$ cat src/verilog/controlPkg.sv
package controlPkg;

	// fsm states of the multicycle sequence
	typedef enum logic [5:0]
	{
		stFetch = 6'd0,
		stDecode = 6'd1,
		// memory path
		stLwSw = 6'd2,
		stLw = 6'd3,
		stLw2 = 6'd4,
		stSw = 6'd5,
		// alu path
		stRfmt = 6'd6,
		stRfmt2 = 6'd7,
		stShift = 6'd8,
		stIfmtL = 6'd9,
		stIfmtA = 6'd10,
		stIfmt2 = 6'd11,
		// control flow
		stBeq = 6'd12,
		stBne = 6'd13,
		stJump = 6'd14,
		stJal = 6'd15,
		stJr = 6'd16,
		// coprocessor 0
		stCop0Mtc0 = 6'd17,
		stCop0Mfc0 = 6'd18,
		stCop0Eret = 6'd19,
		stCop0Exc = 6'd20
	} ctrlStateT;

	// instruction class produced by the decoder
	typedef enum logic [4:0]
	{
		clsRfmt, clsShift, clsMulDiv, clsJr, clsSys,
		clsImmLogic, clsImmArith, clsLoad, clsStore,
		clsBeq, clsBne, clsJump, clsJal,
		clsMtc0, clsMfc0, clsEret, clsIllegal
	} instrClassT;

	// next pc source mux
	typedef enum logic [2:0]
	{
		pcAluResult = 3'd0,
		pcAluOut = 3'd1,
		pcJumpTarget = 3'd2,
		pcRegister = 3'd3,
		pcExcVector = 3'd4,
		pcEpc = 3'd5
	} pcSourceT;

	// alu control, 2 and 3 defer to funct and opcode
	typedef enum logic [1:0]
	{
		aluAdd = 2'd0,
		aluSub = 2'd1,
		aluFunct = 2'd2,
		aluOpcode = 2'd3
	} aluOpT;

	typedef enum logic [1:0]
	{
		srcAPc = 2'd0,
		srcARegA = 2'd1,
		srcAShamt = 2'd2
	} aluSrcAT;

	typedef enum logic [2:0]
	{
		srcBRegB = 3'd0,
		srcBFour = 3'd1,
		srcBSignImm = 3'd2,
		srcBBranchOff = 3'd3,
		srcBZeroImm = 3'd4,
		srcBLink = 3'd5
	} aluSrcBT;

	// register file write data, regular path picks alu or memory by MemtoReg
	typedef enum logic [2:0]
	{
		storeRegular = 3'd0,
		storeLink = 3'd1,
		storeCop0 = 3'd6
	} storeSelT;

endpackage

$ cat src/verilog/isaPkg.sv
package isaPkg;

	// raw instruction fields as seen at the instruction register
	typedef logic [5:0] opcodeT;
	typedef logic [5:0] functT;
	typedef logic [4:0] fmtT;

	// cause code written into the coprocessor 0 cause register
	typedef logic [4:0] excCodeT;

	// primary opcodes
	localparam opcodeT opRfmt  = 6'h00;
	localparam opcodeT opJump  = 6'h02;
	localparam opcodeT opJal   = 6'h03;
	localparam opcodeT opBeq   = 6'h04;
	localparam opcodeT opBne   = 6'h05;
	localparam opcodeT opAddi  = 6'h08;
	localparam opcodeT opAddiu = 6'h09;
	localparam opcodeT opSlti  = 6'h0a;
	localparam opcodeT opSltiu = 6'h0b;
	localparam opcodeT opAndi  = 6'h0c;
	localparam opcodeT opOri   = 6'h0d;
	localparam opcodeT opXori  = 6'h0e;
	localparam opcodeT opLui   = 6'h0f;
	localparam opcodeT opCop0  = 6'h10;
	localparam opcodeT opLw    = 6'h23;
	localparam opcodeT opSw    = 6'h2b;

	// funct field of the r-format opcode
	localparam functT fnSll = 6'h00;
	localparam functT fnSrl = 6'h02;
	localparam functT fnSra = 6'h03;
	localparam functT fnJr = 6'h08;
	localparam functT fnSyscall = 6'h0c;
	localparam functT fnMfhi = 6'h10;
	localparam functT fnMflo = 6'h12;
	localparam functT fnMult = 6'h18;
	localparam functT fnMultu = 6'h19;
	localparam functT fnDiv = 6'h1a;
	localparam functT fnDivu = 6'h1b;
	localparam functT fnAdd = 6'h20;
	localparam functT fnAddu = 6'h21;
	localparam functT fnSub = 6'h22;
	localparam functT fnSubu = 6'h23;
	localparam functT fnAnd = 6'h24;
	localparam functT fnOr = 6'h25;
	localparam functT fnXor = 6'h26;
	localparam functT fnNor = 6'h27;
	localparam functT fnSlt = 6'h2a;
	localparam functT fnSltu = 6'h2b;
	// eret shares the funct slot of mult but lives under the cop0 opcode
	localparam functT fnEret = 6'h18;

	// rs/fmt field of cop0 instructions
	localparam fmtT fmtMfc = 5'h00;
	localparam fmtT fmtMtc = 5'h04;
	localparam fmtT fmtCo = 5'h10;

	// cause codes
	localparam excCodeT excInt = 5'd0;
	localparam excCodeT excSys = 5'd8;
	localparam excCodeT excInstr = 5'd10;
	localparam excCodeT excAluOvf = 5'd12;

endpackage
$ cat src/verilog/multiCycleControl.sv
`timescale 1ns/1ps

module multiCycleControl
	import isaPkg::*;
	import controlPkg::*;
#(
	parameter int pIrqWidth = 8
)
(
	input logic iCLK,
	input logic iRST,
	input opcodeT iOp,
	input functT iFunct,
	input fmtT iFmt,
	input logic iAluOverflow,
	input logic iUserMode,
	input logic iExcLevel,
	input logic [pIrqWidth-1:0] iPendingInterrupt,
	output logic oIRWrite,
	output logic oMemtoReg,
	output logic oMemWrite,
	output logic oMemRead,
	output logic oIorD,
	output logic oPCWrite,
	output logic oPCWriteBEQ,
	output logic oPCWriteBNE,
	output logic oRegWrite,
	output logic oRegDst,
	output logic oCop0RegWrite,
	output logic oCop0Eret,
	output logic oExcOccurred,
	output logic oPcOriginalWrite,
	output pcSourceT oPCSource,
	output aluOpT oALUOp,
	output aluSrcAT oALUSrcA,
	output aluSrcBT oALUSrcB,
	output storeSelT oStore,
	output ctrlStateT oState,
	output excCodeT oExcCode,
	output logic oBranchDelay,
	output logic oInterrupted
);

	instrClassT instrClass;
	logic irqPending;
	logic ovfTrap;
	ctrlStateT presentState;

	instrDecode uDecode
	(
		.iOp(iOp),
		.iFunct(iFunct),
		.iFmt(iFmt),
		.instrClass(instrClass),
		.branchDelay(oBranchDelay)
	);

	exceptionUnit #(.pIrqWidth(pIrqWidth)) uException
	(
		.instrClass(instrClass),
		.iFunct(iFunct),
		.iOp(iOp),
		.iAluOverflow(iAluOverflow),
		.iExcLevel(iExcLevel),
		.iUserMode(iUserMode),
		.iPendingInterrupt(iPendingInterrupt),
		.irqPending(irqPending),
		.ovfTrap(ovfTrap),
		.excCode(oExcCode)
	);

	stateSequencer uSequencer
	(
		.iCLK(iCLK),
		.iRST(iRST),
		.instrClass(instrClass),
		.iUserMode(iUserMode),
		.irqPending(irqPending),
		.ovfTrap(ovfTrap),
		.presentState(presentState)
	);

	controlWordGen uWordGen
	(
		.presentState(presentState),
		.oIRWrite(oIRWrite),
		.oMemtoReg(oMemtoReg),
		.oMemWrite(oMemWrite),
		.oMemRead(oMemRead),
		.oIorD(oIorD),
		.oPCWrite(oPCWrite),
		.oPCWriteBEQ(oPCWriteBEQ),
		.oPCWriteBNE(oPCWriteBNE),
		.oRegWrite(oRegWrite),
		.oRegDst(oRegDst),
		.oCop0RegWrite(oCop0RegWrite),
		.oCop0Eret(oCop0Eret),
		.oExcOccurred(oExcOccurred),
		.oPcOriginalWrite(oPcOriginalWrite),
		.oPCSource(oPCSource),
		.oALUOp(oALUOp),
		.oALUSrcA(oALUSrcA),
		.oALUSrcB(oALUSrcB),
		.oStore(oStore),
		.oState(oState)
	);

	// flags an interrupt entry so cop0 can tell it from a synchronous trap
	assign oInterrupted = (presentState == stCop0Exc) && (oExcCode == excInt);

endmodule

$ cat src/verilog/controlWordGen.sv
`timescale 1ns/1ps

module controlWordGen
	import controlPkg::*;
(
	input ctrlStateT presentState,
	output logic oIRWrite,
	output logic oMemtoReg,
	output logic oMemWrite,
	output logic oMemRead,
	output logic oIorD,
	output logic oPCWrite,
	output logic oPCWriteBEQ,
	output logic oPCWriteBNE,
	output logic oRegWrite,
	output logic oRegDst,
	output logic oCop0RegWrite,
	output logic oCop0Eret,
	output logic oExcOccurred,
	output logic oPcOriginalWrite,
	output pcSourceT oPCSource,
	output aluOpT oALUOp,
	output aluSrcAT oALUSrcA,
	output aluSrcBT oALUSrcB,
	output storeSelT oStore,
	output ctrlStateT oState
);

	// per-state datapath strobes
	always_comb
	begin
		oIRWrite = 1'b0;
		oMemtoReg = 1'b0;
		oMemWrite = 1'b0;
		oMemRead = 1'b0;
		oIorD = 1'b0;
		oPCWrite = 1'b0;
		oPCWriteBEQ = 1'b0;
		oPCWriteBNE = 1'b0;
		oRegWrite = 1'b0;
		oRegDst = 1'b0;
		oPCSource = pcAluResult;
		oALUOp = aluAdd;
		oALUSrcA = srcAPc;
		oALUSrcB = srcBRegB;
		oStore = storeRegular;
		case (presentState)
			// ir <= mem[pc], pc <= pc + 4
			stFetch:
			begin
				oMemRead = 1'b1;
				oIRWrite = 1'b1;
				oPCWrite = 1'b1;
				oALUSrcB = srcBFour;
			end
			// branch target precomputed while registers are read
			stDecode:
				oALUSrcB = srcBBranchOff;
			stLwSw:
			begin
				oALUSrcA = srcARegA;
				oALUSrcB = srcBSignImm;
			end
			stLw:
			begin
				oIorD = 1'b1;
				oMemRead = 1'b1;
			end
			stLw2:
			begin
				oMemtoReg = 1'b1;
				oRegWrite = 1'b1;
			end
			stSw:
			begin
				oIorD = 1'b1;
				oMemWrite = 1'b1;
			end
			stRfmt:
			begin
				oALUOp = aluFunct;
				oALUSrcA = srcARegA;
			end
			// shamt replaces rs on the a side
			stShift:
			begin
				oALUOp = aluFunct;
				oALUSrcA = srcAShamt;
			end
			stRfmt2:
			begin
				oRegWrite = 1'b1;
				oRegDst = 1'b1;
			end
			stIfmtL:
			begin
				oALUOp = aluOpcode;
				oALUSrcA = srcARegA;
				oALUSrcB = srcBZeroImm;
			end
			stIfmtA:
			begin
				oALUOp = aluOpcode;
				oALUSrcA = srcARegA;
				oALUSrcB = srcBSignImm;
			end
			stIfmt2:
				oRegWrite = 1'b1;
			// compare by subtraction, zero flag qualifies the pc write
			stBeq, stBne:
			begin
				oPCWriteBEQ = (presentState == stBeq);
				oPCWriteBNE = (presentState == stBne);
				oPCSource = pcAluOut;
				oALUOp = aluSub;
				oALUSrcA = srcARegA;
			end
			stJump:
			begin
				oPCWrite = 1'b1;
				oPCSource = pcJumpTarget;
			end
			// link address goes to ra through the link store path
			stJal:
			begin
				oPCWrite = 1'b1;
				oPCSource = pcJumpTarget;
				oALUOp = aluOpcode;
				oALUSrcB = srcBLink;
				oRegWrite = 1'b1;
				oStore = storeLink;
			end
			stJr:
			begin
				oPCWrite = 1'b1;
				oPCSource = pcRegister;
			end
			stCop0Mfc0:
			begin
				oRegWrite = 1'b1;
				oStore = storeCop0;
			end
			stCop0Eret:
			begin
				oPCWrite = 1'b1;
				oPCSource = pcEpc;
			end
			stCop0Exc:
			begin
				oPCWrite = 1'b1;
				oPCSource = pcExcVector;
			end
			default:
				oPCSource = pcAluResult;
		endcase
	end

	// coprocessor 0 strobes
	assign oCop0RegWrite = (presentState == stCop0Mtc0);
	assign oCop0Eret = (presentState == stCop0Eret);
	assign oExcOccurred = (presentState == stCop0Exc);
	// epc keeps tracking the pc except on exception entry
	assign oPcOriginalWrite = (presentState != stCop0Exc);
	assign oState = presentState;

	// the memory port is single ported
	always_comb
	begin
		assert final (!(oMemRead && oMemWrite));
	end

endmodule

$ cat src/verilog/stateSequencer.sv
`timescale 1ns/1ps

module stateSequencer
	import controlPkg::*;
(
	input logic iCLK,
	input logic iRST,
	input instrClassT instrClass,
	input logic iUserMode,
	input logic irqPending,
	input logic ovfTrap,
	output ctrlStateT presentState
);

	ctrlStateT nextState;

	// state register
	always_ff @(posedge iCLK)
	begin
		if (iRST)
			presentState <= stFetch;
		else
			presentState <= nextState;
	end

	// next-state logic
	always_comb
	begin
		nextState = stFetch;
		case (presentState)
			stFetch:
				nextState = stDecode;
			stDecode:
				case (instrClass)
					clsRfmt, clsMulDiv:
						nextState = stRfmt;
					clsShift:
						nextState = stShift;
					clsImmLogic:
						nextState = stIfmtL;
					clsImmArith:
						nextState = stIfmtA;
					clsLoad, clsStore:
						nextState = stLwSw;
					// control flow takes a pending interrupt before it moves the pc
					clsJr:
						nextState = irqPending ? stCop0Exc : stJr;
					clsJump:
						nextState = irqPending ? stCop0Exc : stJump;
					clsBeq:
						nextState = irqPending ? stCop0Exc : stBeq;
					clsBne:
						nextState = irqPending ? stCop0Exc : stBne;
					clsJal:
						nextState = irqPending ? stCop0Exc : stJal;
					// syscall is a no-op in kernel mode
					clsSys:
						nextState = iUserMode ? stCop0Exc : stFetch;
					// privileged cop0 access
					clsMtc0:
						nextState = iUserMode ? stCop0Exc : stCop0Mtc0;
					clsMfc0:
						nextState = iUserMode ? stCop0Exc : stCop0Mfc0;
					clsEret:
						nextState = iUserMode ? stCop0Exc : stCop0Eret;
					default:
						nextState = stCop0Exc;
				endcase
			// address computed, split on direction
			stLwSw:
				nextState = (instrClass == clsStore) ? stSw : stLw;
			stLw:
				nextState = stLw2;
			stLw2, stSw:
				nextState = irqPending ? stCop0Exc : stFetch;
			stRfmt:
				nextState = (instrClass == clsMulDiv) ? stFetch : stRfmt2;
			stShift:
				nextState = stRfmt2;
			stIfmtL, stIfmtA:
				nextState = stIfmt2;
			// writeback states trap on overflow as well
			stRfmt2, stIfmt2:
				nextState = (ovfTrap || irqPending) ? stCop0Exc : stFetch;
			stBeq, stBne, stJump, stJal, stJr:
				nextState = stFetch;
			stCop0Mtc0, stCop0Mfc0, stCop0Eret, stCop0Exc:
				nextState = stFetch;
			// illegal encodings recover through fetch
			default:
				nextState = stFetch;
		endcase
	end

	// reset always lands in fetch
	assert property (@(posedge iCLK) iRST |=> presentState == stFetch);

endmodule

$ cat src/verilog/exceptionUnit.sv
`timescale 1ns/1ps

module exceptionUnit
	import isaPkg::*;
	import controlPkg::*;
#(
	parameter int pIrqWidth = 8
)
(
	input instrClassT instrClass,
	input functT iFunct,
	input opcodeT iOp,
	input logic iAluOverflow,
	input logic iExcLevel,
	input logic iUserMode,
	input logic [pIrqWidth-1:0] iPendingInterrupt,
	output logic irqPending,
	output logic ovfTrap,
	output excCodeT excCode
);

	logic ovfCheck;
	logic ovfCond;

	// interrupts are masked while the handler runs
	assign irqPending = (|iPendingInterrupt) && !iExcLevel;

	// only the signed add/sub forms raise overflow
	assign ovfCheck = ((instrClass == clsRfmt) && (iFunct == fnAdd || iFunct == fnSub))
		|| (iOp == opAddi);
	assign ovfCond = ovfCheck && iAluOverflow;

	// a trap is taken only outside exception level
	assign ovfTrap = ovfCond && !iExcLevel;

	// cause code priority
	always_comb
	begin
		if (instrClass == clsSys)
			excCode = excSys;
		else if (ovfCond)
			excCode = excAluOvf;
		// cop0 access from user mode is reported as a reserved instruction
		else if (iOp == opCop0 && iUserMode)
			excCode = excInstr;
		else if (irqPending)
			excCode = excInt;
		else
			excCode = excInstr;
	end

endmodule

$ cat src/verilog/instrDecode.sv
`timescale 1ns/1ps

module instrDecode
	import isaPkg::*;
	import controlPkg::*;
(
	input opcodeT iOp,
	input functT iFunct,
	input fmtT iFmt,
	output instrClassT instrClass,
	output logic branchDelay
);

	// one class per instruction, anything unlisted is illegal
	always_comb
	begin
		instrClass = clsIllegal;
		case (iOp)
			opRfmt:
				case (iFunct)
					fnAdd, fnAddu, fnSub, fnSubu,
					fnAnd, fnOr, fnXor, fnNor,
					fnSlt, fnSltu, fnMfhi, fnMflo:
						instrClass = clsRfmt;
					fnSll, fnSrl, fnSra:
						instrClass = clsShift;
					// hi/lo units run on their own after the first execute step
					fnMult, fnMultu, fnDiv, fnDivu:
						instrClass = clsMulDiv;
					fnJr:
						instrClass = clsJr;
					fnSyscall:
						instrClass = clsSys;
					default:
						instrClass = clsIllegal;
				endcase
			opAndi, opOri, opXori:
				instrClass = clsImmLogic;
			opAddi, opAddiu, opSlti, opSltiu, opLui:
				instrClass = clsImmArith;
			opLw:
				instrClass = clsLoad;
			opSw:
				instrClass = clsStore;
			opBeq:
				instrClass = clsBeq;
			opBne:
				instrClass = clsBne;
			opJump:
				instrClass = clsJump;
			opJal:
				instrClass = clsJal;
			opCop0:
				case (iFmt)
					fmtMtc:
						instrClass = clsMtc0;
					fmtMfc:
						instrClass = clsMfc0;
					// eret also needs its funct, other co encodings are reserved
					fmtCo:
						instrClass = (iFunct == fnEret) ? clsEret : clsIllegal;
					default:
						instrClass = clsIllegal;
				endcase
			default:
				instrClass = clsIllegal;
		endcase
	end

	// instructions that own a delay slot, reported to cop0 for epc fixup
	assign branchDelay = instrClass inside {clsBeq, clsBne, clsJump, clsJal, clsJr};

	// x fields from the instruction register still fall into the illegal class
	always_comb
	begin
		assert final (!$isunknown(instrClass));
	end

endmodule

$ cat config.mk
export PLATFORM = sky130hd
export DESIGN_NAME = multiCycleControl
export DESIGN_NICKNAME = d
export VERILOG_FILES = /design/src/verilog/controlPkg.sv /design/src/verilog/isaPkg.sv /design/src/verilog/multiCycleControl.sv /design/src/verilog/controlWordGen.sv /design/src/verilog/stateSequencer.sv /design/src/verilog/exceptionUnit.sv /design/src/verilog/instrDecode.sv
export SDC_FILE = /design/constraint.sdc
export NUM_CORES = 1
export LEC_CHECK = 0
export ABC_AREA = 1
export BUFFER_PORTS_ARGS = -buffer_cell sky130_fd_sc_hd__buf_4
export CELL_PAD_IN_SITES_DETAIL_PLACEMENT = 1
export CELL_PAD_IN_SITES_GLOBAL_PLACEMENT = 1
export CORE_AREA = 2 2 70 72
export CTS_CLUSTER_DIAMETER = 40
export DETAILED_ROUTE_END_ITERATION = 16
export DIE_AREA = 0 0 72 74
export PLACE_DENSITY = 0.91
export SYNTH_ARGS = -nofsm -noshare
export SYNTH_HDL_FRONTEND = slang
export SYNTH_SLANG_ARGS = --single-unit
export TNS_END_PERCENT = 30
$ cat constraint.sdc
create_clock -name iCLK -period 3 [get_ports iCLK]
set_input_delay 0.6 -clock iCLK [delete_from_list [all_inputs] [get_ports iCLK]]
set_output_delay 0.6 -clock iCLK [all_outputs]
set_load 0.02 [all_outputs]
==> results.md <==
Route:
- The count of TritonRoute iterations in the first routing pass is 4.
- Detailed routing inserted a total of 2065 vias.
- The total routed wirelength is 5.725 mm.
- The number of nets with antenna violations after detailed routing is 0.
- The average wire per cell in the routed design is 14.07 um.
- The vias per cell is 5.074.
- After the first detailed-routing iteration, the DRC count stood at 80.
- The number of remaining DRC errors is 0.

GRT:
- Global routing consumed, over all layers together, 20.90% of the routing resources.
- Entering global routing, the biggest net connects 9 pins.
- The global route total overflow is 0.
- The number of global-route vias before repair came to 2009.
- The first global-routing pass estimated 9.149 mm of wire.
- The initial antenna violation count is 0.

STA:
- The minimum period implied by the final worst setup slack is 2.874 ns.
- For the pin with the worst max-slew slack, the measured transition is 0.5700 ns.
- Of the available clock period, the critical path in the final layout requires 95.79%.
- The max-slew violation total from the final report is 0.
- The post-route setup TNS is 0 ns.
- The count of endpoints failing hold in the final timing report is 0.
- Setup slack closes at 0.1263 ns.
- Derived from the worst setup path, the maximum achievable clock frequency is 0.3480 GHz.
- The clock tree skew after final layout is 0.0002343 ns.
- In this run the tightest slew margin relative to its limit is 61.60%.
- Across all hold checks on the routed design, the worst slack comes to 0.5825 ns.
- Setup violations remaining at the end of the flow were counted as 0.

Finish:
- The final standard cell utilization of the core is 44.65%.
- The number of standard cells in the layout, taps in and fillers out is 407.
- The relative area change from synthesis to final layout is 47.97%.
- The commonest non-fill, non-tap cell in the layout is sky130_fd_sc_hd__buf_4.
- The top cell types in the final layout, fill and taps aside, are 72 x sky130_fd_sc_hd__buf_4, 64 x sky130_fd_sc_hd__nand2_1, 53 x sky130_fd_sc_hd__nor2_1.
- The filler cell count is 691.
- The number of inserted diodes is 0.
- The number of flip-flops under the largest register name is 5.
- The area of all placed cells without fillers is 0.002053 sq mm.
- The area of combinational cells with multiple inputs is 0.001097 sq mm.
- The register with the highest flop count is uSequencer.presentState.
- The layout net count is 384.
- The largest registers in the layout are uSequencer.presentState (5).
- Summing all flip-flop and latch instances after layout gives 100.1 sq um.
- The fraction of layout cells with a size suffix above 1 is 31.73%.

Pwr:
- The worst-case IR drop observed on VDD is 304.5 uV.
- Power comes to 1.072 mW.
- In this run the power density over the cells is 522.1 mW/mm^2.
- The leakage power total is 1.196 nW.

Placement:
- The number of input and output port buffers inserted is 66.
- The placed instance count is 398.
- The wire-length estimate of the detail-placed layout is 4.633 mm.
- The post-detailed-placement cell area is 0.001936 sq mm.
- At the end of routability-driven placement, the weighted congestion stood at 0.9274.
- The setup slack at placement is 0.05904 ns.

Yosys:
- The register area share after synthesis is 7.214%.
- The average footprint of a synthesized cell is 4.973 sq um.
- Yosys mapped the design onto 28 distinct sky130hd cell types.
- In this run the cell area of the synthesized design comes to 0.001388 sq mm.
- The synthesized design contains 5 register bits.
- The synthesized netlist cell count is 279.
- The number of warnings reported in the yosys synthesis log is 0.

Worst hold path:
- The class of the tightest hold or removal check is primary input to flop.

Worst setup path:
- The worst setup path is captured at a primary output.
- Together, buffers and inverters on the worst path number 3.
- Walking the worst path, the cells encountered are buf_4 -> nor2_4 -> nand2_2 -> nor2_4 -> nand3b_1 -> nand2_1 -> nor3_4 -> nand4_1 -> nand2_1 -> nand2_1 -> inv_1 -> nor3_1 -> buf_4.
- At the worst endpoint, the required time is 2.40 ns.
- The slowest cell on the critical path is sky130_fd_sc_hd__nand3b_1.
- Among the stages of the critical path, the cell type that occurs most often is sky130_fd_sc_hd__nand2_1.
- The largest fanout on the critical path is 7.
- Grouping stages by cell kind, the critical path spends the most delay in simple AND/OR/NAND/NOR gates.
- For this run, the slowest stage of the critical path takes 0.20 ns.
- The kind of launch point of the worst setup path is a primary input.
- The worst endpoint data arrival time is 2.27 ns.
- The critical path is of the primary input to primary output type.

Die:
- The floorplan step set the die width to 72 um.
- For this design the top-level I/O count stands at 70.
- After floorplanning, the core was divided into 25 placement rows.
- The height of the die is 74 um.
- The effective utilization at floorplan is 30.18%.
- After floorplanning, the core was sized to cover 0.004598 sq mm.
- The floorplan step defined a die boundary enclosing 0.005328 sq mm.

Clock network:
- Clock-pin slew was measured on the worst setup and hold paths at 0.04 ns.
- For this design, the sink count on the clock tree is 5.
- The number of buffers created by CTS is 3.
- The maximum number of buffers from clock root to sink is 2.
- At the later pin of the worst-skew pair, clock insertion delay measures 0.22 ns.
- Clock tree synthesis selected as its root buffer the cell sky130_fd_sc_hd__clkbuf_8.
- CTS built an H-tree with a depth of 1.
- The CTS tree is done.

Flow run:
- The tool flagged a number of max-cap violations equal to 0.

Status:
- The flow ran to the end, and the final reports show no timing, DRC or antenna violations.
[cells by family (layout without fill, tap and decap cells)]
kind of cell           after synthesis  after routing  synth area share [%]
flip-flops                           5              5                 7.214
other                                1              3                0.2703
AND/OR/NAND/NOR                    191            191                 65.74
AO/OA/AOI/OAI                       24             24                 10.01
buffers and inverters               58            130                 16.77
[worst register-to-register path, delay by kind of cell, from the launching register on]
family          cells  cell delay, ns
compound gates      3            0.69
flops               1            0.43
simple gates        4            0.40
buf+inv             2            0.24
[report_power, final]
| group | internal, mW | switching [mW] | leakage (nW) | total [mW] |
|---|---|---|---|---|
| clock network | 0.0913 | 0.0345 | 0.0228 | 0.126 |
| registers | 0.0905 | 0.0347 | 0.0410 | 0.125 |
| logic | 0.304 | 0.516 | 1.13 | 0.821 |
[metal layers]
metal / vias up / global-route usage [%] / wire length [um]
li1: 1028 / - / -
met1: 954 / 24.96 / 2411
met2: 77 / 40.12 / 2953
met3: 6 / 2.575 / 293
met4: 0 / 4.403 / 67
met5: - / 0 / 0
[worst paths after layout]
check             slack [ns]                               endpoint                                   from  cells after the start
setup reg to reg        1.13  uSequencer.presentState[0]$_SDFF_PP0_  uSequencer.presentState[0]$_SDFF_PP0_                      9
hold reg to reg         0.67  uSequencer.presentState[1]$_SDFF_PP0_  uSequencer.presentState[2]$_SDFF_PP0_                      3
hold / removal          0.58  uSequencer.presentState[1]$_SDFF_PP0_                                   iRST                      2
setup / recovery        0.13                            oExcCode[1]                                 iOp[4]                     13
[what timing repair did]
action | in CTS | in global routing
gates resized for setup | 0 | 9
setup buffers | 0 | 5
setup endpoints to repair | 0 | 4
hold buffers | 0 | 0
[synthesized netlist by cell type]
library cell,count,area (sq um)
sky130_fd_sc_hd__a21boi_0,1,7.510
sky130_fd_sc_hd__a21oi_1,6,30.03
sky130_fd_sc_hd__a21oi_2,1,8.760
sky130_fd_sc_hd__a311o_1,1,10.01
sky130_fd_sc_hd__a31oi_1,1,6.260
sky130_fd_sc_hd__and3_1,1,6.260
sky130_fd_sc_hd__buf_4,4,30.03
sky130_fd_sc_hd__conb_1,1,3.750
sky130_fd_sc_hd__dfxtp_1,5,100.1
sky130_fd_sc_hd__inv_1,50,187.7
sky130_fd_sc_hd__inv_2,4,15.01
sky130_fd_sc_hd__nand2_1,65,244.0
sky130_fd_sc_hd__nand2_2,7,43.79
sky130_fd_sc_hd__nand3_1,21,105.1
sky130_fd_sc_hd__nand3_2,6,60.06
sky130_fd_sc_hd__nand3b_1,3,22.52
sky130_fd_sc_hd__nand4_1,8,50.05
sky130_fd_sc_hd__nor2_1,56,210.2
sky130_fd_sc_hd__nor2_2,9,56.30
sky130_fd_sc_hd__nor2_4,4,45.04
sky130_fd_sc_hd__nor3_1,8,40.04
sky130_fd_sc_hd__nor3_4,1,16.27
sky130_fd_sc_hd__nor4_1,1,6.260
sky130_fd_sc_hd__o2111ai_1,1,8.760
sky130_fd_sc_hd__o21ai_0,11,55.05
sky130_fd_sc_hd__o21ai_1,1,5.000
sky130_fd_sc_hd__o31ai_1,1,7.510
sky130_fd_sc_hd__or3_1,1,6.260
[final cells by class]
class,instances,share of cell area [%]
clock buffer,4,2.194
inverter,54,9.872
multi-input combinational,218,53.44
sequential,5,4.875
tap,54,3.291
timing repair buffer,72,26.33
Note: power is estimated with default switching activity, not from simulation.
